`src/common/vram_config.svh`:
```
`ifndef VRAM_CONFIG_SVH
`define VRAM_CONFIG_SVH

//////////////////////////////////////////////////
// xga 1024x768 timing, counted in pixel clocks
//////////////////////////////////////////////////

`define H_ACTIVE      1024
`define H_SYNC_START  1048
`define H_SYNC_END    1184
`define H_TOTAL       1344

`define V_ACTIVE      768
`define V_SYNC_START  777
`define V_SYNC_END    783
`define V_TOTAL       806

//////////////////////////////////////////////////
// frame buffer window and read prefetch
//////////////////////////////////////////////////

// columns of zbt read pipeline to cover
`define READ_AHEAD    4

`define WIN_W         720
`define WIN_H         480

//////////////////////////////////////////////////
// widths
//////////////////////////////////////////////////

`define HCOUNT_W      11
`define VCOUNT_W      10
`define ADDR_W        19
`define WORD_W        36
`define PIXEL_W       18
`define COLOUR_W      8
// one rgb666 channel
`define CHAN_W        6
// free-running bar pattern counter
`define PAT_CNT_W     20

`endif

```
`src/common/vram_pkg.sv`:
```
`include "vram_config.svh"

package vram_pkg;

   // video counters
   typedef logic [`HCOUNT_W-1:0] hcount_t;
   typedef logic [`VCOUNT_W-1:0] vcount_t;

   // zbt word address
   // line number then column bits 9:1
   typedef logic [`ADDR_W-1:0] vram_addr_t;

   // one zbt word holds two pixels
   // even column in the upper half
   typedef logic [`WORD_W-1:0] vram_word_t;

   // rgb666, red in the top bits
   typedef logic [`PIXEL_W-1:0] pixel_t;

   // one dac channel
   typedef logic [`COLOUR_W-1:0] colour_t;

endpackage

```
`src/verilog/bar_pattern.sv`:
```
`timescale 1ns/1ps
`include "vram_config.svh"

module bar_pattern (
   input  logic                 clk,
   input  logic                 rst_n,
   input  logic                 bars_off,
   output vram_pkg::vram_addr_t pat_addr,
   output vram_pkg::vram_word_t pat_data
);

   logic [`PAT_CNT_W-1:0] count;
   vram_pkg::pixel_t      bar_pixel;

   // free-running sweep over the whole memory
   always_ff @(posedge clk) begin
      if (!rst_n) begin
         count <= '0;
      end else begin
         count <= count + 1'b1;
      end
   end

   // two cycles per word address
   assign pat_addr = count[`PAT_CNT_W-1:1];

   // red and blue follow address bits 7:2, green stays dark
   assign bar_pixel = {count[8:3], {`CHAN_W{1'b0}}, count[8:3]};

   // same colour in both halves of the word
   assign pat_data = bars_off ? '0 : {bar_pixel, bar_pixel};

endmodule

```
`config.mk`:
```
export PLATFORM = sky130hd
export DESIGN_NAME = bar_pattern
export DESIGN_NICKNAME = d
export VERILOG_FILES = /design/src/common/vram_pkg.sv /design/src/verilog/bar_pattern.sv
export VERILOG_INCLUDE_DIRS = /design/src /design/src/common
export SDC_FILE = /design/constraint.sdc
export NUM_CORES = 1
export LEC_CHECK = 0
export ABC_AREA = 1
export BUFFER_PORTS_ARGS = -buffer_cell sky130_fd_sc_hd__buf_2
export CAP_MARGIN = 20
export CORE_MARGIN = 2
export CORE_UTILIZATION = 47
export CTS_CLUSTER_SIZE = 20
export DETAILED_ROUTE_END_ITERATION = 16
export GPL_ROUTABILITY_DRIVEN = 0
export GPL_TIMING_DRIVEN = 0
export PLACE_DENSITY = 0.87
export SLEW_MARGIN = 20
export SYNTH_ARGS = -nofsm -noshare
export SYNTH_HDL_FRONTEND = slang
export SYNTH_SLANG_ARGS = --single-unit
```
`constraint.sdc`:
```
create_clock -name clk -period 1.82 [get_ports clk]
set_clock_uncertainty 0.1 [all_clocks]
set_input_delay 0.364 -clock clk [delete_from_list [all_inputs] [get_ports clk]]
set_output_delay 0.364 -clock clk [all_outputs]
set_load 0.03 [all_outputs]
```
; Yosys cells after proc, flatten, opt, wreduce, memory -nomap -nowiden
; Index checks and enable logic that the tools add are counted.
[word_totals]
register_bits = 20
in_bits = 3
out_inout_bits = 55
wordCells = 3
[classes]
n_addsub = 1
n_mux = 1
[op_table]
columns = operator, count
row1 = $mux 36, 1
row2 = $add 20x1->20 const B, 1

; Longest topological paths before layout
[logic_depth]
depth_word = 1
depth_mapped = 8

; Least setup slack after synthesis
; OpenSTA, ideal clock, no wires.
[synth_timing]
path_kind = reg2out
start = register count[5]
end = output pat_data[14]
t_arrival_ps = 1205
required_ps = 1356
path_slack_ps = 151
path_stages_with_launch = 4
n_path_buf = 1
path_cell_list = dfxtp_1 -> inv_1 -> nor2_1 -> buf_4
[synth_between]
elab_chain_len = 1
[synth_lines]
columns = item, line
row1 = from (decl), bar_pattern.sv:12  ; logic [`PAT_CNT_W-1:0] count;
row2 = from (signal assigned), bar_pattern.sv:20  ; count <= count + 1'b1;
row3 = $mux 36, bar_pattern.sv:31  ; assign pat_data = bars_off ? '0 : {bar_pixel, bar_pixel};
row4 = to (decl), bar_pattern.sv:9  ; output vram_pkg::vram_word_t pat_data
; Every way passes these cells.

; Worst setup path after layout
[layout_timing]
start = register count[3]
end = output pat_data[18]
; Same word-level chain as after synthesis.

==> results.md <==
- Status: finished, final reports clean
- Row count: 19
- Detailed-route DRC error count: 0
- GRT Total Usage: 0.1552
- Reg with most FFs: count
- DR vias: 1285
- Setup CP Type: reg -> out
- Finished Layout Cells: 288
- PortBufs: 45
- Number of global-route vias before repair: 1072
- Core area: 2781 µm²
- P_sw: 203.4 µW
- Min Hold Slack: 0.2355 ns
- Power density cells: 439.5 nW/µm²
- Layout net count: 263
- Synth Register Bits: 20
- Design area: 1723 µm²
- Syn Std Cell Area: 1380 µm²
- Synth Warn #: 0
- Clk_lat worst skew: 0.30 ns
- # H-tree levels: 1
- Fin crit share: 0.9504
- Setup Buffers After CTS: 0
- Dpl cells: 285
- CTS tree: yes
- First-pass GRT wire length: 4209 µm
- Max FFs per register: 20
- Iteration-0 DRC count of the detailed router: 31
- Average wire per standard cell: 9.222 µm
- Largest regs: count: 20 flops
- Max FO, Critical Path: 4
- Crit end category: primary output
- Worst hold path class: in -> reg
- Unique masters post-synth: 23
- Area growth from synthesis to layout: 24.84%
- DRT Wirelength: 2656 µm
- Clk pwr share: 0.277
- Final Slew Violations: 0
- Leak: 0.9626 nW
- DIE AREA: 3385 µm²
- Buf/Inv on CP: 3
- CTS root buf: clkbuf_4
- Mean Syn Cell Area: 6.970 µm²
- Clock-pin slew on the worst setup and hold paths: 0.10 ns
- Final setup fails: 0
- TritonCTS Buffers: 3
- Pin count of the biggest net entering global routing: 11
- Routed Antenna Nets: 0
- Layout cell share with drive strength beyond 1: 0.4358
- Slowest CP cell: dfxtp_1
- Die X: 58.19 µm
- CP top delay family: buffers and inverters
- Starting Density: 0.4962
- DR pass1 iterations: 6
- DR vias/cell: 4.462
- Ports: 58
- Crit-path cells: inv_1, nor2_2, buf_4, buf_2
- Diodes inserted: 0
- Seq pwr share: 0.592
- Sequential fraction of the synthesis area: 0.2901
- Placed cell area: 1685 µm²
- P_int: 553.8 µW
- Net Sw Frac: 0.2686
- Clk buf depth: 2
- Worst Path Required: 1.36 ns
- Sink Count: 20
- Setup TNS: 0 ns
- Max Freq: 578.1 MHz
- Hold Vio Cnt, Final: 0
- Min Tclk post-route: 1.730 ns
- Biggest cell delay along the critical path: 0.36 ns
- Initial antenna violation count: 0
- RSZ-0062 raised after global routing: no
- DP Wirelength: 2059 µm
- VDD IR-drop max: 294.3 µV
- Grt total ovfl: 0
- Die Height: 58.19 µm
- Synth Instances: 198
- Comb pwr share: 0.130
- Startpoint types: flop
- Crit path DAT: 1.27 ns
- Max-Cap Viols: 0
## cell usage after synthesis
cell	number	area, µm²
buf_4	49	367.9
nand2_1	28	105.1
nor2_1	28	105.1
inv_1	21	78.83
dfxtp_1	20	400.4
a21oi_1	14	70.07
nand3_1	9	45.04
o21ai_0	8	40.04
nand4_1	3	18.77
nor2_4	3	33.78
nand2_2	2	12.51
nor2_2	2	12.51
a211oi_1	1	7.510
and2_0	1	6.260
clkbuf_1	1	3.750
clkinv_1	1	3.750
conb_1	1	3.750
ha_1	1	12.51
nand2_4	1	11.26
nor2_8	1	20.02
nor3_1	1	5.000
o21a_1	1	7.510
xor2_1	1	8.760
## worst paths after layout
kind / start / endpoint / slack, ns / cells after the start
worst max-delay path: count[3] / pat_data[18] / 0.09 / 4
worst min-delay path: rst_n / count[3] / 0.24 / 3
worst max register to register: count[1] / count[14] / 0.38 / 6
worst min register to register: count[0] / count[0] / 0.38 / 1
## routing by layer
layer	track usage	share of wire	vias up
met5	0	0	-
met3	0.02232	0.085	4
li1	-	-	677
met1	0.1767	0.41	549
met2	0.2841	0.49	55
met4	0.06977	0.014	0
## power by group through the flow
stage | Sequential, mW | Clock, mW | Combinational [mW]
final | 0.448 | 0.210 | 0.0986
after global routing | 0.450 | 0.224 | 0.106
after CTS | 0.449 | 0.215 | 0.0963
after detailed placement | 0.459 | 0 | 0.0961
after global placement | 0.459 | 0 | 0.0954
after floorplan | 0.458 | 0 | 0.0841
## final cells by class
cell class / instances / area (µm²)
buffer: 50 / 371.6
clock buffer: 3 / 22.52
fill: 260 / 1059
inverter: 22 / 82.58
multi-input combinational: 117 / 581.8
sequential: 20 / 400.4
tap: 31 / 38.79
timing repair buffer: 45 / 225.2
## through the flow
step                      total power, mW    util  setup slack (ns)
after floorplan                    0.5416       -            0.1508
after global routing               0.7788  0.6194          0.001370
after detailed placement           0.5547  0.6059            0.2899
after CTS                          0.7595  0.6140           0.01280
final                              0.7572  0.6194           0.09033
after global placement             0.5540  0.6059            0.3123
## worst register-to-register path: stages (launching register included)
cell and delay [ns]:
dfxtp_1 0.39, ha_1 0.18, nand2_1 0.10, nor2_4 0.16
nand3_1 0.18, o21ai_0 0.19, nor2_1 0.06
## placed cells by master, fill, tap and decap left out, drive strengths merged
master / instances
o21a: 1
clkinv: 1
a211oi: 1
nand4: 3
dfxtp: 20
conb: 12
ha: 1
nand3: 9
clkbuf: 4
nor3: 1
and2: 1
inv: 21
xor2: 1
buf: 94
o21ai: 8
a21oi: 14
nand2: 31
nor2: 34
## kinds of logic (layout without fill, tap and decap cells)
group	after synthesis	after routing	synth area share
and+or+nand+nor	79	79	0.2720
buffers and inverters	72	120	0.3291
AOI/OAI and AO/OA	24	24	0.09067
DFF	20	20	0.2901
adders and majority gates	1	1	0.009065
other	1	12	0.002717
xor gates and xnor gates	1	1	0.006347
## what timing repair did
item | in CTS | in global routing
setup endpoints to repair | 0 | 18
hold buffers | 0 | 0
gates resized for setup | 0 | 6
Note: power is estimated with default switching activity, not from simulation.
