[config.mk]
export PLATFORM = sky130hd
export DESIGN_NAME = vram_reader
export DESIGN_NICKNAME = d
export VERILOG_FILES = /design/src/common/vram_pkg.sv /design/src/vram/vram_reader.sv
export VERILOG_INCLUDE_DIRS = /design/src /design/src/common
export SDC_FILE = /design/constraint.sdc
export NUM_CORES = 1
export LEC_CHECK = 0
export ABC_AREA = 0
export BUFFER_PORTS_ARGS = -buffer_cell sky130_fd_sc_hd__buf_2
export CAP_MARGIN = 20
export CELL_PAD_IN_SITES_DETAIL_PLACEMENT = 0
export CELL_PAD_IN_SITES_GLOBAL_PLACEMENT = 1
export CORE_MARGIN = 1
export CORE_UTILIZATION = 30
export CTS_BUF_LIST = sky130_fd_sc_hd__clkbuf_16
export CTS_CLUSTER_DIAMETER = 80
export DETAILED_ROUTE_END_ITERATION = 10
export GPL_TIMING_DRIVEN = 0
export PLACE_DENSITY_LB_ADDON = 0.3
export SLEW_MARGIN = 30
export SYNTH_ARGS = -nofsm -noshare
export SYNTH_HDL_FRONTEND = slang
export SYNTH_SLANG_ARGS = --single-unit
[constraint.sdc]
create_clock -name clk -period 4.4 [get_ports clk]
set_clock_uncertainty 0.15 [all_clocks]
set_input_delay 0.22 -clock clk [delete_from_list [all_inputs] [get_ports clk]]
set_output_delay 0.22 -clock clk [all_outputs]
set_load 0.02 [all_outputs]
[src/common/vram_config.svh]
`ifndef VRAM_CONFIG_SVH
`define VRAM_CONFIG_SVH

//////////////////////////////////////////////////
// xga 1024x768 timing, counted in pixel clocks
//////////////////////////////////////////////////

`define H_ACTIVE      1024
`define H_SYNC_START  1048
`define H_SYNC_END    1184
`define H_TOTAL       1344

`define V_ACTIVE      768
`define V_SYNC_START  777
`define V_SYNC_END    783
`define V_TOTAL       806

//////////////////////////////////////////////////
// frame buffer window and read prefetch
//////////////////////////////////////////////////

// columns of zbt read pipeline to cover
`define READ_AHEAD    4

`define WIN_W         720
`define WIN_H         480

//////////////////////////////////////////////////
// widths
//////////////////////////////////////////////////

`define HCOUNT_W      11
`define VCOUNT_W      10
`define ADDR_W        19
`define WORD_W        36
`define PIXEL_W       18
`define COLOUR_W      8
// one rgb666 channel
`define CHAN_W        6
// free-running bar pattern counter
`define PAT_CNT_W     20

`endif

[src/common/vram_pkg.sv]
`include "vram_config.svh"

package vram_pkg;

   // video counters
   typedef logic [`HCOUNT_W-1:0] hcount_t;
   typedef logic [`VCOUNT_W-1:0] vcount_t;

   // zbt word address
   // line number then column bits 9:1
   typedef logic [`ADDR_W-1:0] vram_addr_t;

   // one zbt word holds two pixels
   // even column in the upper half
   typedef logic [`WORD_W-1:0] vram_word_t;

   // rgb666, red in the top bits
   typedef logic [`PIXEL_W-1:0] pixel_t;

   // one dac channel
   typedef logic [`COLOUR_W-1:0] colour_t;

endpackage

[src/vram/vram_reader.sv]
`timescale 1ns/1ps
`include "vram_config.svh"

module vram_reader (
   input  logic                 clk,
   input  logic                 rst_n,
   input  vram_pkg::hcount_t    hcount,
   input  vram_pkg::vcount_t    vcount,
   input  logic                 window_off,
   output vram_pkg::vram_addr_t rd_addr,
   input  vram_pkg::vram_word_t rdata,
   output vram_pkg::pixel_t     pixel
);

   // READ_AHEAD spans the zbt read pipeline
   // the next/last latch pair delays each word by one more column pair
   localparam int LOOKAHEAD = `READ_AHEAD + 2;

   localparam vram_pkg::hcount_t H_WRAP = vram_pkg::hcount_t'(`H_TOTAL - LOOKAHEAD);
   localparam vram_pkg::hcount_t H_STEP = vram_pkg::hcount_t'(LOOKAHEAD);
   localparam vram_pkg::vcount_t V_LAST = vram_pkg::vcount_t'(`V_TOTAL - 1);

   vram_pkg::hcount_t    hcount_f;
   vram_pkg::vcount_t    vcount_f;
   vram_pkg::vram_word_t next_word;
   vram_pkg::vram_word_t last_word;
   logic                 in_window;

   //////////////////////////////////////////////////
   // forecast read position
   //////////////////////////////////////////////////

   // wraps past the end of the line onto the next line
   always_comb begin
      if (hcount >= H_WRAP) begin
         hcount_f = hcount - H_WRAP;
         vcount_f = (vcount == V_LAST) ? '0 : vcount + 1'b1;
      end else begin
         hcount_f = hcount + H_STEP;
         vcount_f = vcount;
      end
   end

   // one word per column pair
   assign rd_addr = {vcount_f, hcount_f[9:1]};

   //////////////////////////////////////////////////
   // two-word latch
   //////////////////////////////////////////////////

   // updates on the edge into each even column
   // rdata then holds the word asked for on the last even column
   always_ff @(posedge clk) begin
      if (!rst_n) begin
         next_word <= '0;
         last_word <= '0;
      end else if (hcount[0]) begin
         last_word <= next_word;
         next_word <= rdata;
      end
   end

   //////////////////////////////////////////////////
   // pixel unpack and window
   //////////////////////////////////////////////////

   assign in_window = (hcount < `WIN_W) && (vcount < `WIN_H);

   always_comb begin
      if (!(window_off || in_window)) begin
         // white outside the 720x480 window
         pixel = '1;
      end else if (hcount[0]) begin
         pixel = last_word[`PIXEL_W-1:0];
      end else begin
         pixel = last_word[`WORD_W-1:`PIXEL_W];
      end
   end

endmodule

* Word level (Yosys, flattened, before mapping) *
Cells that the tools add are included.

operators by class
  add/sub/neg operators = 3
  $lt $le $gt $ge = 3
  equality and inequality tests = 1
  multiplexer cells = 5
  reduce and logical (&&, ||, !) cells = 2

operators by type and width
  kind                     count
  $mux W18                 2
  $mux W10                 3
  $ge A11 B11 Y1 const B   1
  $lt A11 B10 Y1 const B   1
  $add A10 B1 Y10 const B  1
  $add A10 B3 Y10 const B  1
  $eq A10 B10 Y1 const B   1
  $lt A10 B9 Y1 const B    1
  $sub A10 B9 Y10 const B  1
  $logic_and A1 B1 Y1      1
  $logic_or A1 B1 Y1       1

storage, ports and cells
  flip-flop bits (word level) = 72
  bits of input ports = 60
  output and inout port bits = 37
  logic and storage cells = 16

* Depth between registers and ports, before layout *
  depth in word-level cells = 4
  mapped depth = 9
  mapped depth without buffers = 9

* Least setup slack after synthesis *
OpenSTA, ideal clock, no wires.

  path kind = input to output
  start point = input hcount[0]
  end point = output rd_addr[8]
  arrival = 2.389 ns
  setup slack = 1.641 ns
  stages = 9
  buffers on the path = 1
  path through = buf_6 or3b_4 a211oi_4 nor2_1 inv_2 ha_1 a31oi_1 o21ai_0 xnor2_1

between the ends
  longest elaborated chain between the ends = 2

RTL lines
  element                                        RTL line           text
  start: declaration                             vram_reader.sv:7   input vram_pkg::hcount_t hcount,
  $add A10 B3 Y10, or another cell as far along  vram_reader.sv:39  hcount_f = hcount + H_STEP;
  $mux W10 (*)                                   vram_reader.sv:35  if (hcount >= H_WRAP) begin
  end: declaration                               vram_reader.sv:10  output vram_pkg::vram_addr_t rd_addr,

Every way passes the cells marked *; elsewhere a longest branch is shown, timed or not.

* Worst setup path in the final report *
Ends and elaborated chain as after synthesis.

==> metrics.cfg <==
[die]
core_sq_um=11400
rows=39
die_area_sq_um=12100
die_h_um=110
fp.dieW_um=110
initial_utilization_pct=30.7
io_pins=97

[cells_and_area]
antenna_cells=0
final_nets=530
nFillCells=1158
drive_above_1_share_pct=26.4
finalNonFillerCells=612
syn_to_final_growth_pct=27.4

[min_path]
min_path_type=in -> reg
hp-start=rdata[2]
min_to=next_word[2]$_SDFFE_PN0P_
hold_depth=3

[pwr]
combinationalPowerShare_pct=16.0
p_per_area_nw_per_um2=384
switching_power_uw=421
clkPwrFrac_pct=43.2
power_uw=1710
seqPwrFrac_pct=40.8
cellInternalPower_uw=1290
p_sw_share_pct=24.6
p_leak_uw=0.00201
irDropWorstVdd_v=0.000208

[yosys]
ys_async_sr_fraction_pct=0
synth.cell_area_sq_um=3500
synth_top_area_cell=dfxtp_1
netlist_top_cells_count=nor2b_1 (92), dfxtp_1 (72), mux2i_1 (54), a21oi_1 (19), a211o_1 (18)
synth_seq_area_share_pct=41.2
synth_top_area_share_pct=41.2
yosys-top-cells-area=dfxtp_1 (41%), nor2b_1 (16%), mux2i_1 (15%)
synth_cell_type_count=41
synth-edff-count=0
ys_ff_latch=72
syn_avg_cell_area_sq_um=9.71
synth_flop_cell=dfxtp_1
yosysMostFrequentCell=nor2b_1
yosysWarnings=0
syn_nets=425
synthCells=360

[global_route]
grt-ovfl-total=0
antenna_found_initial=0
grt_max_degree=12
grtUsageTotal_pct=15.0
grt_pass1_wl_um=13600
grt_pass1_vias=2718

[routing]
drc_errors=0
viasPerCell=4.61
wl_per_cell_um=14.0
routed_wirelength_um=8550
dr.pass1.iters=4
dr_total_vias=2823
drtAntennaViolNets=0
drtIter0Drc=153

[timing]
finalHoldViolCount=0
worst_hold_slack_ns=0.00532
slew_headroom_pct=55.7
fin_crit_ns=2.99
setup_slack_ns=1.41
setup_violations=0
totalNegativeSetupSlack_ns=0
rsz0062_at_grt=false
tightest_slew_ns=0.664
max_freq_ghz=0.335
min_period_over_period_pct=67.9
drv_slew=0

[setup_path]
cp-start-kind=primary input
r2r_slack_ns=3.43
r2r-start=last_word[32]$_SDFFE_PN0P_
worstRegToRegCells=3
arrival_ns=2.62
crit_type=in -> out
crit_slowest_cell=a211oi_4
max_stage_delay_ns=0.46
path_cells=buf_6 > or3b_4 > a211oi_4 > nor2_1 > inv_2 > ha_1 > a31oi_1 > o21ai_0 > xnor2_1 > buf_2
cp_data_required_time_ns=4.03
cp-end-kind=output pin
r2r-end=last_word[32]$_SDFFE_PN0P_
path_max_fanout=10

[place]
pre_cts_ws_ns=1.41
placed_cells=597
finalWeightedCongestion=0.808
io_buffers=94
hpwlAfterDp_um=6500

[job]
max_cap_violations=0

[run_status]
status=complete, no violations

[clocking]
clk_pin_slew_ns=0.06
post_cts_resized=0
post_cts_buffers=0
clock-root-buffer=clkbuf_16
cts_max_level=3
holdBufCountCts=0
clock-sinks=72
insertion_delay_ns=0.32
clock_path_buffers=2
tritoncts=done
cts_buffers=9

==> final cells by class <==
cell class | instances | area (sq um) | share of cell area, %
multi-input cells | 260 | 1940 | 43.6
flip-flops and latches | 72 | 1440 | 32.4
repair buffers | 94 | 470 | 10.6
clock buffers | 9 | 225 | 5.06
well taps | 143 | 179 | 4.02
plain buffers | 21 | 92.6 | 2.08
clock inverters | 6 | 77.6 | 1.74
inverters | 7 | 26.3 | 0.590
==> layout by cell type (no fill, tap or decap), types with 8 or more instances in the layout <==
cell type and n:
o21ai_0 10, clkbuf_16 9, clkbuf_1 15, dfxtp_1 72, nor2b_1 92, buf_2 99, a21oi_1 19, a211o_1 18
xnor2_1 8, mux2i_1 54, inv_1 8
==> cell families (layout without fill, tap and decap cells) <==
| family | count (synthesis) | count (layout) | share of synthesized area (%) |
|---|---|---|---|
| compound gates | 62 | 62 | 12.6 |
| buf+inv | 28 | 137 | 3.40 |
| fa+ha+maj | 5 | 5 | 1.79 |
| flops | 72 | 72 | 41.2 |
| simple gates | 126 | 126 | 21.9 |
| xor+xnor | 10 | 10 | 2.51 |
| mux | 57 | 57 | 16.5 |
==> worst max path at each step <==
stage          slack, ns  depth (start not counted)  startpoint         end
2_1_floorplan       1.64                          9   hcount[0]  rd_addr[8]
3_3_place_gp        1.45                         10   hcount[0]  rd_addr[8]
3_5_place_dp        1.41                         10   hcount[0]  rd_addr[8]
4_1_cts             1.39                         10   hcount[0]  rd_addr[8]
5_1_grt             1.20                         10   hcount[0]  rd_addr[8]
6_report            1.41                         10   hcount[0]  rd_addr[8]
==> registers in the layout, summed over array words and instances, names as in the netlist <==
| register | flops |
|---|---|
| last_word | 36 |
| next_word | 36 |
==> power groups by stage <==
| stage | Clock [uW] | Sequential [uW] | Combinational, uW |
|---|---|---|---|
| floorplan | 0 | 707 | 182 |
| global placement | 0 | 711 | 273 |
| detailed placement | 0 | 712 | 277 |
| CTS | 753 | 698 | 278 |
| global route | 784 | 701 | 303 |
| finish | 739 | 698 | 274 |
==> stage by stage <==
step / util (%) / area [sq um]
final: 39.2 / 4450
after global routing: 39.2 / 4450
after CTS: 39.1 / 4450
after detailed placement: 36.5 / 4150
after global placement: 36.5 / 4150
after floorplan: - / 3500
==> per-layer routing <==
layer,up-vias,share of wire (%),global-route usage [%]
met5,-,0,0
met4,0,0.90,4.00
met3,9,5.4,3.50
met2,66,45,23.8
met1,1290,49,20.3
li1,1458,-,-
==> critical path, delay by kind of cell <==
| family | cells | cell delay (ns) |
|---|---|---|
| AOI/OAI and AO/OA | 3 | 0.90 |
| and+or+nand+nor | 2 | 0.59 |
| buffers and inverters | 3 | 0.44 |
| adders and majority gates | 1 | 0.27 |
| xor gates and xnor gates | 1 | 0.17 |
Note: power is estimated with default switching activity, not from simulation.
