--- src/common/vram_config.svh ---
`ifndef VRAM_CONFIG_SVH
`define VRAM_CONFIG_SVH

//////////////////////////////////////////////////
// xga 1024x768 timing, counted in pixel clocks
//////////////////////////////////////////////////

`define H_ACTIVE      1024
`define H_SYNC_START  1048
`define H_SYNC_END    1184
`define H_TOTAL       1344

`define V_ACTIVE      768
`define V_SYNC_START  777
`define V_SYNC_END    783
`define V_TOTAL       806

//////////////////////////////////////////////////
// frame buffer window and read prefetch
//////////////////////////////////////////////////

// columns of zbt read pipeline to cover
`define READ_AHEAD    4

`define WIN_W         720
`define WIN_H         480

//////////////////////////////////////////////////
// widths
//////////////////////////////////////////////////

`define HCOUNT_W      11
`define VCOUNT_W      10
`define ADDR_W        19
`define WORD_W        36
`define PIXEL_W       18
`define COLOUR_W      8
// one rgb666 channel
`define CHAN_W        6
// free-running bar pattern counter
`define PAT_CNT_W     20

`endif

--- src/common/vram_pkg.sv ---
`include "vram_config.svh"

package vram_pkg;

   // video counters
   typedef logic [`HCOUNT_W-1:0] hcount_t;
   typedef logic [`VCOUNT_W-1:0] vcount_t;

   // zbt word address
   // line number then column bits 9:1
   typedef logic [`ADDR_W-1:0] vram_addr_t;

   // one zbt word holds two pixels
   // even column in the upper half
   typedef logic [`WORD_W-1:0] vram_word_t;

   // rgb666, red in the top bits
   typedef logic [`PIXEL_W-1:0] pixel_t;

   // one dac channel
   typedef logic [`COLOUR_W-1:0] colour_t;

endpackage

--- src/verilog/xga_timing.sv ---
`timescale 1ns/1ps
`include "vram_config.svh"

module xga_timing (
   input  logic              clk,
   input  logic              rst_n,
   output vram_pkg::hcount_t hcount,
   output vram_pkg::vcount_t vcount,
   output logic              hsync,
   output logic              vsync,
   output logic              blank
);

   localparam vram_pkg::hcount_t H_LAST = vram_pkg::hcount_t'(`H_TOTAL - 1);
   localparam vram_pkg::vcount_t V_LAST = vram_pkg::vcount_t'(`V_TOTAL - 1);

   logic              h_last;
   logic              v_last;
   vram_pkg::hcount_t h_next;
   vram_pkg::vcount_t v_next;
   logic              hsync_next;
   logic              vsync_next;
   logic              blank_next;

   //////////////////////////////////////////////////
   // next counter values
   //////////////////////////////////////////////////

   assign h_last = (hcount == H_LAST);
   assign v_last = (vcount == V_LAST);

   assign h_next = h_last ? '0 : hcount + 1'b1;

   // line advances on the last column only
   always_comb begin
      v_next = vcount;
      if (h_last) begin
         v_next = v_last ? '0 : vcount + 1'b1;
      end
   end

   // syncs and blank are decoded from the next count
   // so the registered outputs line up with hcount and vcount
   assign hsync_next = !((h_next >= `H_SYNC_START) && (h_next < `H_SYNC_END));
   assign vsync_next = !((v_next >= `V_SYNC_START) && (v_next < `V_SYNC_END));
   assign blank_next = (h_next >= `H_ACTIVE) || (v_next >= `V_ACTIVE);

   //////////////////////////////////////////////////
   // counters and registered sync outputs
   //////////////////////////////////////////////////

   always_ff @(posedge clk) begin
      if (!rst_n) begin
         hcount <= '0;
         vcount <= '0;
         // syncs are active low
         hsync  <= 1'b1;
         vsync  <= 1'b1;
         // pixel 0,0 is visible
         blank  <= 1'b0;
      end else begin
         hcount <= h_next;
         vcount <= v_next;
         hsync  <= hsync_next;
         vsync  <= vsync_next;
         blank  <= blank_next;
      end
   end

endmodule

--- config.mk ---
export PLATFORM = sky130hd
export DESIGN_NAME = xga_timing
export DESIGN_NICKNAME = d
export VERILOG_FILES = /design/src/common/vram_pkg.sv /design/src/verilog/xga_timing.sv
export VERILOG_INCLUDE_DIRS = /design/src /design/src/common
export SDC_FILE = /design/constraint.sdc
export NUM_CORES = 1
export LEC_CHECK = 0
export BUFFER_PORTS_ARGS = -buffer_cell sky130_fd_sc_hd__buf_4
export CORE_AREA = 4 4 62 64
export DETAILED_ROUTE_END_ITERATION = 6
export DIE_AREA = 0 0 66 68
export GPL_TIMING_DRIVEN = 1
export PLACE_DENSITY = 0.74
export SLEW_MARGIN = 30
export SYNTH_ARGS = -nofsm -noshare
export SYNTH_HDL_FRONTEND = slang
export SYNTH_SLANG_ARGS = --single-unit
--- constraint.sdc ---
create_clock -name clk -period 3.7 [get_ports clk]
set_input_delay 0.925 -clock clk [delete_from_list [all_inputs] [get_ports clk]]
set_output_delay 0.925 -clock clk [all_outputs]
set_load 0.01 [all_outputs]
; ---- After elaboration in Yosys (flattened, before gate mapping)
; Index checks and enable logic that the tools add are counted.
[word_totals]
inputBits = 2
reg_bits = 24
latchBits = 0
word_cells = 23
n_memories = 0
mem_bits_ro = 0
out_inout_bits = 24
ramBits = 0
[op_classes]
bitwise = 0
muxes = 3
n_eq_ne = 2
n_mul = 0
add_sub_neg = 2
shift = 0
magnitude_cmp = 6
n_div = 0
reduce_logical = 5
[op_table]
columns = operator, count
row1 = $ge A11 B11 Y1 const B, 2
row2 = $ge A10 B10 Y1 const B, 2
row3 = $mux W10, 2
row4 = $add A11 B1 Y11 const B, 1
row5 = $eq A11 B11 Y1 const B, 1
row6 = $lt A11 B11 Y1 const B, 1
row7 = $mux W11, 1
row8 = $add A10 B1 Y10 const B, 1
row9 = $eq A10 B10 Y1 const B, 1
row10 = $lt A10 B10 Y1 const B, 1
row11 = $logic_and A1 B1 Y1, 2
row12 = $logic_not A1 Y1, 2
row13 = $logic_or A1 B1 Y1, 1

; ---- Depth between registers and ports, before layout
[depth]
depth_word = 6
depth_mapped = 9

; ---- Least setup slack after synthesis
; Ideal clock, no wire load.
[synth_timing]
path_type = reg2reg
from = reg hcount[7]
to = reg vsync
path_buffers = 3
stages_incl_launch_ff = 10
t_arrival_ns = 2.165
required_time_ns = 3.559
setup_time_ns = 0.141
period_less_slack_ns = 2.306
slack_ns = 1.394
cell_sequence = dfxtp_1 > buf_6 > or3b_4 > or4_1 > buf_2 > buf_2 > o21ai_0 > o21ai_1 > nor3_1 > nand4_1
[synth_via]
elab_chain_len = 5
[synth_lines]
columns = element, line
row1 = "start, declared", xga_timing.sv:7  ; output vram_pkg::hcount_t hcount,
row2 = "start signal, assigned", xga_timing.sv:62  ; hcount <= h_next;
row3 = $eq A11 B11 Y1 (*), xga_timing.sv:29  ; assign h_last = (hcount == H_LAST);
row4 = $mux W10 (*), xga_timing.sv:37  ; if (h_last) begin
row5 = $ge A10 B10 Y1 (no line) or $lt A10 B10 Y1 (tied branches), -
row6 = $logic_and A1 B1 Y1 (*), xga_timing.sv:45  ; assign vsync_next = !((v_next >= `V_SYNC_START) && (v_next < `V_SYNC_END));
row7 = $logic_not A1 Y1 (*), xga_timing.sv:45
row8 = "end signal, assigned", xga_timing.sv:65  ; vsync <= vsync_next;
row9 = "end, declared", xga_timing.sv:10  ; output logic vsync,
; Every way passes the cells marked *; elsewhere a longest branch is shown, timed or not.
; A chain may end at the register's enable or synchronous reset.

; ---- Worst setup path after layout
[layout_timing]
from = reg hcount[0]
to = reg vsync
; The elaborated chain is that of the path after synthesis.

==> summary.txt <==
GRT
  – Largest net degree at the start of global routing: 21
  – Initial antenna violation count: 0
  – Wire length of the first global-routing pass: 5520 microns
  – Total routing resource utilization after global routing: 15.7%
  – Congestion Overflow GR: 0
  – Vias in the first global route: 1151

Detailed routing
  – Overall via count from detail_route: 1376
  – Remaining DRCs: 0
  – Post-route antenna net violation count: 0
  – Routed length per placed instance: 13.5 microns
  – Vias per std cell: 5.55
  – Wirelength, routed: 3340 microns
  – Count of routing violations after the opening detailed-route iteration: 75
  – Number of detailed-route iterations in the first pass: 4

Synth
  – Synth cell types: 49
  – Gate count after technology mapping: 181
  – Number of synthesized flops with an enable pin: 0
  – Part of the Yosys area used for sequential elements: 33.2%
  – Mux cell area share after synthesis: 0.691%
  – Flip-flop cell with the highest count after synthesis: sky130_fd_sc_hd__dfxtp_1
  – Synth Warn #: 0
  – Netlist Area Pre-Place: 1450 sq um
  – Number of flip-flops and latches in the synthesized netlist: 24
  – Adder and majority cell fraction of the synthesized area: 3.46%
  – Synth Net Count: 187
  – Share of the synthesized netlist area taken by xor and xnor gates: 6.05%
  – Area fraction in and, or, nand and nor cells after synthesis: 34.5%
  – Async S/R FF share, synth: 0%
  – Largest family of logic cells by synthesized area: simple AND/OR/NAND/NOR gates
  – Post-synthesis area per instance: 8.00 sq um
  – Compound-cell area share of the yosys netlist: 18.3%

Clocking
  – Total number of H-tree levels: 1
  – Clock buffers created by TritonCTS: 3
  – Clk Latency, worst-skew pair: 0.33 ns
  – Setup bufs post-CTS: 0
  – Hold-fix buffers at CTS: 0
  – Resized cells post-CTS: 0
  – Cell chosen for the clock root: sky130_fd_sc_hd__clkbuf_4
  – Clock transition at the registers of the reported paths: 0.15 ns
  – Maximum clock insertion buffer count: 2
  – TritonCTS clock tree: done
  – # clock sinks: 24

Critical path
  – CP Launch Type: flip-flop
  – CP Data Required Time: 3.99 ns
  – Delay of the slowest cell on the worst path: 0.81 ns
  – Largest delay contributor family on the critical path: simple AND/OR/NAND/NOR gates
  – Buffer and inverter count on the worst path: 0
  – Type of the worst setup path: reg2reg
  – Largest fanout of any net on the critical path: 16
  – Slowest cell on crit path: sky130_fd_sc_hd__or4_1
  – Critical path cell sequence: ha_1 -> nand3_1 -> or4_1 -> or4_4 -> o21ai_2 -> a221oi_2 -> nand4_1
  – Crit path capture type: flip-flop
  – Data arrival time of the worst path: 2.91 ns

STA
  – RSZ-0062 raised after global routing: false
  – Normalized max-slew margin: 63.4%
  – WHS: 0.520 ns
  – Max Slew Vio Count: 0
  – Number of failing setup endpoints in the final timing report: 0
  – Final clock skew: 0.00353 ns
  – Aggregate negative setup slack: 0 ns
  – Shortest clock period the worst path allows after layout: 2.62 ns
  – Transition time of the tightest slew-check pin: 0.549 ns
  – Highest clock frequency the design can meet: 382 MHz
  – Final worst path period share: 70.8%
  – Final hold viol count: 0

Power and ir drop
  – Overall power: 480 uW
  – Maximum ir drop on the vdd rail: 106 uV
  – P per Cell Area: 281 nW/um^2
  – Lkg Pwr: 0.000633 uW

Run status
  – Result of the run: complete, no violations

Floorplanning
  – Overall die area: 4490 sq um
  – Number of top-level design ports: 26
  – Core region area: 3280 sq um
  – Die width: 66 microns
  – Starting density of the core: 44.1%
  – Height of the die: 68 microns
  – # rows: 21

Place
  – Routability cong.: 0.926
  – # port buffers: 25
  – Detail Placement HPWL: 2330 microns

Cells and area
  – Area overhead of the layout relative to synthesis: 18.1%
  – Share of layout cells above drive strength 1: 18.8%
  – Total Nets Final: 209
  – Final antenna diode count: 0

Min path
  – Tightest Hold Check Type: reg2reg

Job
  – Number of max-cap violations: 0
## state kept, by name, summed over array words and instances, names as in the netlist
name    cells
vcount     10
hsync       1
hcount     11
vsync       1
blank       1
## power breakdown
part	switching [uW]	internal, uW
registers	4.06	261
clock network	89.8	110
logic	8.07	7.07
total	102	378
## cell type report
class                   count  area (sq um)
clock inverters             1          30.0
clock buffers               3          22.5
inverters                   3          11.3
fillers                   317          1580
multi-input cells         145           912
flip-flops and latches     24           480
well taps                  46          57.6
repair buffers             26           195
## metal layers
| layer | routed length, microns | up-vias | share of wire (%) | GRT usage (%) |
|---|---|---|---|---|
| met5 | 0 | - | 0 | 0 |
| met4 | 61 | 0 | 1.8 | 7.36 |
| met3 | 185 | 5 | 5.5 | 1.97 |
| met2 | 1500 | 44 | 45 | 24.2 |
| met1 | 1590 | 630 | 48 | 21.7 |
| li1 | - | 697 | - | - |
## synthesized netlist by cell type (5+ instances only)
master | number | share of area (%)
sky130_fd_sc_hd__a21oi_1 | 7 | 2.4
sky130_fd_sc_hd__o21ai_0 | 8 | 2.8
sky130_fd_sc_hd__nor3_1 | 8 | 2.8
sky130_fd_sc_hd__and2_1 | 12 | 5.2
sky130_fd_sc_hd__nor2_1 | 13 | 3.4
sky130_fd_sc_hd__nand3_1 | 8 | 2.8
sky130_fd_sc_hd__nand2_1 | 23 | 6.0
sky130_fd_sc_hd__clkbuf_1 | 6 | 1.6
sky130_fd_sc_hd__dfxtp_1 | 24 | 33
sky130_fd_sc_hd__xnor2_1 | 6 | 3.6
sky130_fd_sc_hd__nand4_1 | 5 | 2.2
## cell families after synthesis
| logic type | Yosys count |
|---|---|
| adder cells (fa/ha/maj) | 4 |
| flip-flops | 24 |
| multiplexers | 1 |
| AND/OR/NAND/NOR | 92 |
| buffers and inverters | 12 |
| AO/OA/AOI/OAI | 38 |
| XOR/XNOR | 10 |
## cell usage in the layout (no fill, tap or decap), types with 3 or more instances in the layout
master                     synthesis  final
sky130_fd_sc_hd__nor3_1            8      8
sky130_fd_sc_hd__nand3_1           8      8
sky130_fd_sc_hd__nand2_1          23     23
sky130_fd_sc_hd__nor2_1           13     13
sky130_fd_sc_hd__dfxtp_1          24     24
sky130_fd_sc_hd__buf_4             0     26
sky130_fd_sc_hd__o21ai_0           8      8
sky130_fd_sc_hd__nand4_1           5      5
sky130_fd_sc_hd__a21oi_1           7      7
sky130_fd_sc_hd__nor4_1            3      3
sky130_fd_sc_hd__nand2b_1          4      4
sky130_fd_sc_hd__o31ai_1           4      4
sky130_fd_sc_hd__ha_1              4      4
sky130_fd_sc_hd__and2_1           12     12
sky130_fd_sc_hd__xnor2_1           6      6
sky130_fd_sc_hd__xor2_1            4      4
sky130_fd_sc_hd__clkbuf_4          0      3
sky130_fd_sc_hd__inv_1             3      3
## final timing paths
path	startpoint	to	slack, ns	depth (start not counted)
worst max register to register	hcount[0]	vsync	1.08	7
worst max-delay path	hcount[0]	vsync	1.08	7
worst min-delay path	hcount[0]	hcount[0]	0.52	1
worst min register to register	hcount[0]	hcount[0]	0.52	1
## stage by stage
stage | std cells | instance area, sq um | util, % | setup WS [ns]
after global placement | 244 | 1660 | 50.4 | 1.15
final | 248 | 1710 | 52.0 | 1.08
after floorplan | 181 | 1450 | - | 1.39
after global routing | 248 | 1710 | 52.0 | 0.916
after CTS | 248 | 1710 | 52.0 | 1.08
after detailed placement | 244 | 1660 | 50.4 | 1.14
(Power assumes the default switching activity.)
