**src/common/vram_config.svh**
```systemverilog
`ifndef VRAM_CONFIG_SVH
`define VRAM_CONFIG_SVH

//////////////////////////////////////////////////
// xga 1024x768 timing, counted in pixel clocks
//////////////////////////////////////////////////

`define H_ACTIVE      1024
`define H_SYNC_START  1048
`define H_SYNC_END    1184
`define H_TOTAL       1344

`define V_ACTIVE      768
`define V_SYNC_START  777
`define V_SYNC_END    783
`define V_TOTAL       806

//////////////////////////////////////////////////
// frame buffer window and read prefetch
//////////////////////////////////////////////////

// columns of zbt read pipeline to cover
`define READ_AHEAD    4

`define WIN_W         720
`define WIN_H         480

//////////////////////////////////////////////////
// widths
//////////////////////////////////////////////////

`define HCOUNT_W      11
`define VCOUNT_W      10
`define ADDR_W        19
`define WORD_W        36
`define PIXEL_W       18
`define COLOUR_W      8
// one rgb666 channel
`define CHAN_W        6
// free-running bar pattern counter
`define PAT_CNT_W     20

`endif

```
**src/common/vram_pkg.sv**
```systemverilog
`include "vram_config.svh"

package vram_pkg;

   // video counters
   typedef logic [`HCOUNT_W-1:0] hcount_t;
   typedef logic [`VCOUNT_W-1:0] vcount_t;

   // zbt word address
   // line number then column bits 9:1
   typedef logic [`ADDR_W-1:0] vram_addr_t;

   // one zbt word holds two pixels
   // even column in the upper half
   typedef logic [`WORD_W-1:0] vram_word_t;

   // rgb666, red in the top bits
   typedef logic [`PIXEL_W-1:0] pixel_t;

   // one dac channel
   typedef logic [`COLOUR_W-1:0] colour_t;

endpackage

```
**src/vram/vram_write_arbiter.sv**
```systemverilog
`timescale 1ns/1ps

module vram_write_arbiter (
   input  logic                 clk,
   input  logic                 rst_n,
   input  logic                 frame_src,
   input  logic                 blank,
   input  vram_pkg::hcount_t    hcount,
   input  vram_pkg::vram_addr_t rd_addr,
   input  vram_pkg::vram_addr_t pat_addr,
   input  vram_pkg::vram_word_t pat_data,
   input  logic                 wb_cyc,
   input  logic                 wb_stb,
   input  logic                 wb_we,
   input  vram_pkg::vram_addr_t wb_adr,
   input  vram_pkg::vram_word_t wb_dat_w,
   output logic                 wb_ack,
   output logic                 req_we,
   output vram_pkg::vram_addr_t req_addr,
   output vram_pkg::vram_word_t req_wdata
);

   logic src_pat;
   logic wb_wr_req;
   logic wb_rd_req;
   logic host_slot;
   logic pat_slot;
   logic wb_grant;

   // source switch is sampled once so the slot choice never glitches
   // host writes after reset
   always_ff @(posedge clk) begin
      if (!rst_n) begin
         src_pat <= 1'b0;
      end else begin
         src_pat <= frame_src;
      end
   end

   //////////////////////////////////////////////////
   // wishbone classic slave
   //////////////////////////////////////////////////

   assign wb_wr_req = wb_cyc & wb_stb & wb_we;
   assign wb_rd_req = wb_cyc & wb_stb & ~wb_we;

   // host owns the odd columns, pattern owns all of blank
   assign host_slot = ~src_pat & hcount[0];
   assign pat_slot  = src_pat & blank;

   // a pending host write waits for its slot
   assign wb_grant = host_slot & wb_wr_req;

   // reads carry no data and finish at once
   assign wb_ack = wb_grant | wb_rd_req;

   //////////////////////////////////////////////////
   // zbt request
   //////////////////////////////////////////////////

   assign req_we = wb_grant | pat_slot;

   // display read whenever no write is issued
   assign req_addr = wb_grant ? wb_adr :
                     pat_slot ? pat_addr : rd_addr;

   assign req_wdata = src_pat ? pat_data : wb_dat_w;

endmodule

```
**config.mk**
```make
export PLATFORM = sky130hd
export DESIGN_NAME = vram_write_arbiter
export DESIGN_NICKNAME = d
export VERILOG_FILES = /design/src/common/vram_pkg.sv /design/src/vram/vram_write_arbiter.sv
export VERILOG_INCLUDE_DIRS = /design/src /design/src/common
export SDC_FILE = /design/constraint.sdc
export NUM_CORES = 1
export LEC_CHECK = 0
export ABC_AREA = 0
export BUFFER_PORTS_ARGS = -buffer_cell sky130_fd_sc_hd__buf_2
export CAP_MARGIN = 10
export CORE_AREA = 2 2 80 82
export DETAILED_ROUTE_END_ITERATION = 8
export DIE_AREA = 0 0 82 84
export PLACE_DENSITY = 0.58
export SYNTH_ARGS = -nofsm -noshare
export SYNTH_HDL_FRONTEND = slang
export SYNTH_SLANG_ARGS = --single-unit
```
**constraint.sdc**
```tcl
create_clock -name clk -period 2.8 [get_ports clk]
set_input_delay 0.42 -clock clk [delete_from_list [all_inputs] [get_ports clk]]
set_output_delay 0.42 -clock clk [all_outputs]
set_load 0.01 [all_outputs]
```
# After elaboration in Yosys (flattened, before gate mapping)
# Cells that the tools add are included.
# totals
regBits	1
out_inout_bits	57
word_cells	14
# classes
n_bitwise	10
mux	3
# op_table
operator	count
19-bit 2-to-1 mux	2
36-bit 2-to-1 mux	1
1-bit AND	6
1-bit NOT	2
1-bit bitwise OR	2

# Longest topological paths before layout
# Gate-level depths: netlist (run 1).
# depth
depth_word	4
depth_mapped	5
mapped_depth_nobuf	3

# Worst setup path after synthesis (run 1)
# No wires, ideal clock.
# synth_path
path_type	register -> output
start	register src_pat
end	output port req_addr[0]
path_stages_with_launch	6
required_ns	2.380
slack_ns	1.174
arrival_ns	1.206
cell_sequence	dfxtp_1 buf_6 nand2_4 buf_6 mux2_4 mux2_4
# synth_via
elab_chain_len	4
elab_cells_between_ends	6
# synth_lines
element	line	source
start, declared	vram_write_arbiter.sv:23	logic src_pat;
start signal, assigned	vram_write_arbiter.sv:36	src_pat <= frame_src;
1-bit NOT	vram_write_arbiter.sv:48	assign host_slot = ~src_pat & hcount[0];
1-bit AND	vram_write_arbiter.sv:48	
1-bit AND	vram_write_arbiter.sv:52	assign wb_grant = host_slot & wb_wr_req;
19-bit 2-to-1 mux (*)	vram_write_arbiter.sv:64	assign req_addr = wb_grant ? wb_adr :
end, declared	vram_write_arbiter.sv:19	output vram_pkg::vram_addr_t req_addr,
# Mark *: on every way between the ends. The rest lies on a longest branch, timed or not.

# Final worst setup path (run 1)
# layout_path
start	input port hcount[0]
end	output port req_addr[4]
# layout_via
elab_chain_len	3
# layout_lines
element	line	source
start, declared	vram_write_arbiter.sv:8	input vram_pkg::hcount_t hcount,
1-bit AND	vram_write_arbiter.sv:48	
1-bit AND	vram_write_arbiter.sv:52	
19-bit 2-to-1 mux	vram_write_arbiter.sv:64	
# Every way passes these cells.

==> results of run 1 <==
-- power by group through the flow --
stage               combinational (mW)  sequential [mW]  clock (mW)
floorplan                        0.176           0.0157           0
global placement                 0.327           0.0164           0
detailed placement               0.330           0.0164           0
CTS                              0.332           0.0164           0
global route                     0.355           0.0166           0
finish                           0.327           0.0164           0
-- cell type report --
class | instances | area share
inverter | 1 | 0.00177
multi-input combinational | 80 | 0.481
sequential | 1 | 0.00943
tap | 77 | 0.0454
timing repair buffer | 195 | 0.462
-- critical path, cell delays in order --
cell and delay, ns:
buf_2 0.09, and2b_1 0.16, nand4_1 0.09, buf_4 0.34, mux2_4 0.34, buf_2 0.14
-- placed cells by master, fill, tap and decap left out --
master and n:
buf_2 193, mux2_4 38, mux2_2 36, buf_4 2
nand2_4 1, and2b_1 1, nand4_1 1, inv_1 1
o211a_1 1, nand2_1 1, and2_1 1, dfxtp_1 1
-- stage by stage --
stage / instance area [sq um] / hold WS [ns] / utilization / instances / setup slack (ns)
after floorplan: 1110 / 0.542 / - / 90 / 1.17
after global placement: 2120 / 0.625 / 0.348 / 354 / 0.805
after detailed placement: 2120 / 0.625 / 0.348 / 354 / 0.792
after CTS: 2120 / 0.625 / 0.348 / 354 / 0.792
after global routing: 2120 / 0.631 / 0.348 / 354 / 0.750
final: 2120 / 0.622 / 0.348 / 354 / 0.798
-- path summary, 6_finish.rpt --
path | cells after the start | endpoint | start
max | 6 | req_addr[4] | hcount[0]
min | 2 | src_pat | frame_src
-- routing by layer --
| layer | global-route usage | vias to the layer above |
|---|---|---|
| li1 | - | 716 |
| met1 | 0.104 | 604 |
| met2 | 0.226 | 114 |
| met3 | 0.0152 | 0 |
| met4 | 0 | 0 |
| met5 | 0 | - |
-- logic make-up after synthesis --
| family | share of synthesized area |
|---|---|
| multiplexers | 0.880 |
| buffers and inverters | 0.0609 |
| AND/OR/NAND/NOR | 0.0316 |
| AO/OA/AOI/OAI | 0.00903 |
| flip-flops | 0.0181 |
==> out/qor.txt, run 1 <==
Top Metal Used -> met3
RSZ-0062 raised after global routing -> false
total power draw -> 0.343 mW
hold buffer count at cts -> 0
Ys Warns -> 0
Logic pwr share -> 0.952
CP arrival -> 1.58 ns
DRT iter0 DRCs -> 7
top cell type's share of synthesized area -> 0.515
top flop regs -> src_pat: 1 flops
sequential power share -> 0.048
worst vdd ir -> 0.110 mV
synth top area cells -> mux2_4 (51%), mux2_2 (37%), buf_6 (3.0%)
Post-CTS Setup Repair Bufs -> 0
initial antenna violation count -> 0
die extent in x -> 82 um
actual transition at the worst max-transition pin -> 0.442 ns
CTS resizes -> 0
multi-input logic area -> 0.00102 sq mm
Final Cycle Share -> 0.715
Switching Share -> 0.354
Hold Vio Cnt, Final -> 0
post-synthesis cell count -> 90
register area share after synthesis -> 0.0181
DRC -> 0
die height -> 84 um
area delta synth->final -> 91.4%
layout cells sized above 1 -> 0.975
drt pass-1 iters -> 4
worst-path fanout max -> 20
fin. max-slew vios -> 0
Avg WL per Cell -> 11.9 um
Final GP Congestion -> 0.759
vias in the first global route -> 1356
TNS Setup -> 0 ns
Synth top cells by count -> mux2_4 (38), mux2_2 (36), buf_2 (3), buf_6 (3), buf_4 (2)
die footprint -> 0.00689 sq mm
Synth area leader -> mux2_4
syn avg cell area -> 12.3 sq um
CP Capture Type -> primary output
DR vias/cell -> 4.05
Post-DP HPWL -> 3820 um
crit path kind -> primary input to primary output
internal power -> 0.222 mW
ANT nets after route -> 0
core area -> 0.00610 sq mm
max-cap violations -> 0
Switching Power -> 0.122 mW
Filler Cell Count -> 643
Initial Utilization -> 0.182
Most flops, register -> src_pat
Tot GR Track Use -> 0.104
final setup vio count -> 0
#FFs+latches synth -> 1
ant diodes -> 0
GRT Residual Overflow -> 0
Post-synth EDFFs -> 0
Synth Cell Area -> 0.00111 sq mm
Cell Pwr Density -> 162 mW/mm^2
fin crit period -> 2.00 ns
Post-Route M1 WL -> 1490 um
Top FF cell, synth -> dfxtp_1
global-route wire length before repair -> 5900 um
status -> finished, final reports clean
fmax -> 499 MHz
Slew headroom -> 0.706
clock network fraction of total power -> 0
flip-flop and latch area -> 20.0 sq um
Leak -> 1.31 nW
max reg flops -> 1
# rows -> 29
Nets -> 426
Worst setup SP type -> primary input
routed vias -> 1434
Total Routed Length -> 4230 um
Routed met2 length -> 2180 um
largest net degree at the start of global routing -> 37
Min-Delay Path Class -> primary input to flop
top-level I/O count -> 204
Worst EP required -> 2.38 ns
asr flop ratio synth -> 0
clock-pin slew on the worst setup and hold paths -> 0 ns
syn nets -> 237
Yosys cell types -> 13
IO buf count -> 193
met3 routed WL -> 561 um
most frequent cell after synthesis -> mux2_4
(Power assumes the default switching activity.)
==> run 2: changes to the inputs <==
PLACE_DENSITY = 0.61   (was 0.58)
clock period = 1.6 ns   (was 2.8 ns; I/O delays follow)
==> run 2 against run 1 <==
  * Critical path depth unchanged
  * Sequential power up 70%
  * Wire length down 0.14%
  * Cell count up 2.3%
  * Global-route usage up 0.11 points
  * Combinational power up 97%
  * First-iteration DRC count up 71%
  * Power up 95%
  * Critical endpoint is now req_addr[0]
==> out/qor.txt, run 2 (synthesis gave the netlist of run 1 again) <==
commonest non-fill, non-tap cell in the layout -> buf_2 (unchanged)
max reg flops -> 1 (unchanged)
fin crit period -> 1.59 ns
Slew headroom -> 0.796 (was 0.706)
RSZ-0062 raised after global routing -> true (was false)
flip-flop and latch area -> 21.3 sq um (was 20.0 sq um)
Initial Utilization -> 0.182 (unchanged)
Total Routed Length -> 4220 um (was 4230 um)
final core occ -> 0.389 (was 0.348)
non-filler cells, final -> 362 (was 354)
Min-Delay Path Class -> primary input to flop (unchanged)
die footprint -> 0.00689 sq mm (unchanged)
final setup vio count -> 0 (unchanged)
largest net degree at the start of global routing -> 37 (unchanged)
most frequent cells in the layout -> buf_2 (177), mux2_4 (38), mux2_2 (36), buf_6 (20) (was buf_2 (193), mux2_4 (38), mux2_2 (36), buf_4 (2))
Tot GR Track Use -> 0.106 (was 0.104)
worst-path fanout max -> 5 (was 20)
initial antenna violation count -> 0 (unchanged)
clock-pin slew on the worst setup and hold paths -> 0 ns (about the same)
placed cell area -> 0.00217 sq mm (was 0.00212 sq mm)
# rows -> 29 (unchanged)
CP Capture Type -> primary output (unchanged)
total power draw -> 0.671 mW (was 0.343 mW)
final instance area -> 0.00237 sq mm (was 0.00212 sq mm)
worst vdd ir -> 0.184 mV (was 0.110 mV)
fin. max-slew vios -> 0 (unchanged)
TNS Setup -> 0 ns (unchanged)
Post-DP HPWL -> 3580 um (was 3820 um)
Final Cycle Share -> 0.995
multi-input logic area -> 0.00103 sq mm (was 0.00102 sq mm)
Nets -> 434 (was 426)
global-route wire length before repair -> 6080 um (was 5900 um)
actual transition at the worst max-transition pin -> 0.305 ns (was 0.442 ns)
fmax -> 628 MHz
ant diodes -> 0 (unchanged)
Avg WL per Cell -> 11.7 um (was 11.9 um)
DRT iter0 DRCs -> 12 (was 7)
CP arrival -> 1.35 ns (was 1.58 ns)
drt pass-1 iters -> 4 (unchanged)
layout cells sized above 1 -> 0.979 (was 0.975)
status -> finished, final reports clean (unchanged)
IO buf count -> 193 (unchanged)
Worst EP required -> 1.36 ns (was 2.38 ns)
# placed instances -> 357 (was 354)
Leak -> 1.41 nW (was 1.31 nW)
Cell Pwr Density -> 283 mW/mm^2 (was 162 mW/mm^2)
die extent in x -> 82 um (unchanged)
routed vias -> 1471 (was 1434)
GR met3 Demand/Resource -> 0.0108 (was 0.0152)
final setup margin -> 0.00846 ns (was 0.798 ns)
vias in the first global route -> 1424 (was 1356)
grt met1 use -> 0.118 (was 0.104)
hold slack -> 0.450 ns (was 0.622 ns)
Place WS -> -0.0349 ns (was 0.792 ns)
Worst setup SP type -> flop (was primary input)
max-cap violations -> 0 (unchanged)
Filler Cell Count -> 613 (was 643)
area delta synth->final -> 114% (was 91.4%)
die height -> 84 um (unchanged)
core area -> 0.00610 sq mm (unchanged)
crit path kind -> flop to primary output (was primary input to primary output)
Hold Vio Cnt, Final -> 0 (unchanged)
DR vias/cell -> 4.06 (was 4.05)
Final GP Congestion -> 0.749 (was 0.759)
gr busiest metal -> met2 (unchanged)
top flop regs -> src_pat: 1 flops (unchanged)
GRT met2 Usage -> 0.217 (was 0.226)
top-level I/O count -> 204 (unchanged)
GRT Residual Overflow -> 0 (unchanged)
DRC -> 0 (unchanged)
ANT nets after route -> 0 (unchanged)
Most flops, register -> src_pat (unchanged)
[run 2: changes by cell type in the layout (fill, tap and decap cells not counted), sizes merged]
cell and change:
buf +7, clkbuf +1
[run 2: final cells by class]
class	instances	area share
timing repair buffer	203	0.514
multi-input combinational	80	0.435
tap	77	0.0407
sequential	1	0.00898
inverter	1	0.00158
[run 2: worst max-delay path: stages, from the launching register on]
cell and delay [ns]:
dfxtp_2 0.30, and2b_1 0.20, nand4_1 0.10, buf_4 0.18
buf_12 0.14, mux2_4 0.30, buf_6 0.12
[run 2: repair_timing]
action                                 CTS  global route
hold buffers                             0             0
gates cloned                             2             1
endpoints found under the hold margin    0             0
setup endpoints to repair               19            55
setup buffers                            3             0
pin swaps                                1             0
resized for setup                       20             4
[run 2: worst paths after layout]
| check | startpoint | to | slack (ns) | depth (start not counted) |
|---|---|---|---|---|
| hold / removal | frame_src | src_pat | 0.45 | 2 |
| setup / recovery | src_pat | req_addr[0] | 0.008 | 6 |
[run 2: layer usage]
metal  vias up  wire (um)
met2       107       2280
met1       633       1460
met3         0        487
met4         0          0
met5         -          0
li1        731          -
[run 2: where the power goes]
part | switching, mW | internal (mW) | total, mW
Sequential | 0.000851 | 0.0271 | 0.0279
Combinational | 0.224 | 0.419 | 0.643
Clock | 0 | 0 | 0
==> run 3: changes to the inputs <==
MAX_ROUTING_LAYER = met4   (was not set)
==> run 3 against run 2 <==
  * Die area unchanged
  * Largest cell class unchanged
  * Critical path depth unchanged
  * Sequential cell count unchanged
  * First-iteration DRC count unchanged
  * Via count unchanged
  * Utilization unchanged
  * Global-route usage increased by 0.28 points
  * Worst setup slack unchanged
  * Combinational power about the same
  * Cell count unchanged
  * Largest power group unchanged
  * Cell area unchanged
==> out/qor.txt, run 3 (synthesis gave the netlist of run 1 again) <==
drt pass-1 iters -> 4 (unchanged)
Worst EP required -> 1.36 ns (about the same)
initial antenna violation count -> 0 (unchanged)
final core occ -> 0.389 (unchanged)
top-level I/O count -> 204 (unchanged)
vias in the first global route -> 1424 (unchanged)
final setup margin -> 0.00846 ns (unchanged)
Nets -> 434 (unchanged)
final setup vio count -> 0 (unchanged)
fin. max-slew vios -> 0 (unchanged)
worst vdd ir -> 0.184 mV (about the same)
CP arrival -> 1.35 ns (about the same)
CP Capture Type -> primary output (unchanged)
largest net degree at the start of global routing -> 37 (unchanged)
actual transition at the worst max-transition pin -> 0.305 ns (about the same)
Worst setup SP type -> flop (unchanged)
global-route wire length before repair -> 6080 um (unchanged)
max reg flops -> 1 (unchanged)
DRT iter0 DRCs -> 12 (unchanged)
Final Cycle Share -> 0.995 (unchanged)
Tot GR Track Use -> 0.108 (was 0.106)
DRC -> 0 (unchanged)
layout cells sized above 1 -> 0.979 (unchanged)
Initial Utilization -> 0.182 (unchanged)
die height -> 84 um (unchanged)
Final GP Congestion -> 0.759 (was 0.749)
Min-Delay Path Class -> primary input to flop (unchanged)
clock-pin slew on the worst setup and hold paths -> 0 ns (about the same)
DR vias/cell -> 4.06 (unchanged)
IO buf count -> 193 (unchanged)
fmax -> 628 MHz (unchanged)
# placed instances -> 357 (unchanged)
top flop regs -> src_pat: 1 flops (unchanged)
Avg WL per Cell -> 11.7 um (unchanged)
Slew headroom -> 0.797 (was 0.796)
Hold Vio Cnt, Final -> 0 (unchanged)
routed vias -> 1471 (unchanged)
core area -> 0.00610 sq mm (unchanged)
status -> finished, final reports clean (unchanged)
die footprint -> 0.00689 sq mm (unchanged)
Cell Pwr Density -> 283 mW/mm^2 (about the same)
Most flops, register -> src_pat (unchanged)
RSZ-0062 raised after global routing -> true (unchanged)
most frequent cells in the layout -> buf_2 (177), mux2_4 (38), mux2_2 (36), buf_6 (20) (unchanged)
fin crit period -> 1.59 ns (unchanged)
GRT Residual Overflow -> 0 (unchanged)
worst-path fanout max -> 5 (unchanged)
Place WS -> -0.0349 ns (unchanged)
non-filler cells, final -> 362 (unchanged)
# rows -> 29 (unchanged)
ANT nets after route -> 0 (unchanged)
die extent in x -> 82 um (unchanged)
Leak -> 1.41 nW (unchanged)
Total Routed Length -> 4220 um (unchanged)
area delta synth->final -> 114% (unchanged)
commonest non-fill, non-tap cell in the layout -> buf_2 (unchanged)
max-cap violations -> 0 (unchanged)
Post-DP HPWL -> 3580 um (unchanged)
crit path kind -> flop to primary output (unchanged)
ant diodes -> 0 (unchanged)
hold slack -> 0.451 ns (was 0.450 ns)
-- run 3: cell counts in the layout (fill, tap and decap cells not counted) --
Identical to the previous run, type by type.
-- run 3: power by group --
group / switching, mW / internal [mW] / leakage (nW)
sequential: 0.000851 / 0.0271 / 0.00860
clock: 0 / 0 / 0
combinational: 0.224 / 0.419 / 1.40
-- run 3: cell type report --
class | instances | area, sq um
well taps | 77 | 96.3
repair buffers | 203 | 1220
multi-input cells | 80 | 1030
fillers | 613 | 3730
flip-flops and latches | 1 | 21.3
inverters | 1 | 3.75
-- run 3: timing repair --
action,CTS,global route
pin swaps,1,0
setup buffers,3,0
gates resized for setup,20,4
setup endpoints to repair,19,55
gates cloned,2,1
hold buffers,0,0
-- run 3: per-layer routing --
layer  GRT usage  up-vias  share of wire
li1            -      731              -
met1       0.119      633           0.35
met2       0.217      107           0.54
met3     0.00866        0           0.11
met4           0        0              0
met5           -        -              0
-- run 3: through the flow --
step	TNS [ns]	cell area, sq um	total power [mW]
final	0	2370	0.671
after global routing	-0.534	2370	0.724
after CTS	-0.00275	2350	0.672
after detailed placement	-0.412	2170	0.612
after global placement	-0.254	2170	0.605
after floorplan	0	1110	0.335
-- run 3: critical path, stage by stage (launching register included) --
cell,delay [ns]
dfxtp_2,0.30
and2b_1,0.20
nand4_1,0.10
buf_4,0.18
buf_12,0.14
mux2_4,0.30
buf_6,0.12
-- run 3: path summary, 6_finish.rpt --
path	startpoint	to	slack [ns]	cells past startpoint
setup / recovery	src_pat	req_addr[0]	0.008	6
hold / removal	frame_src	src_pat	0.45	2
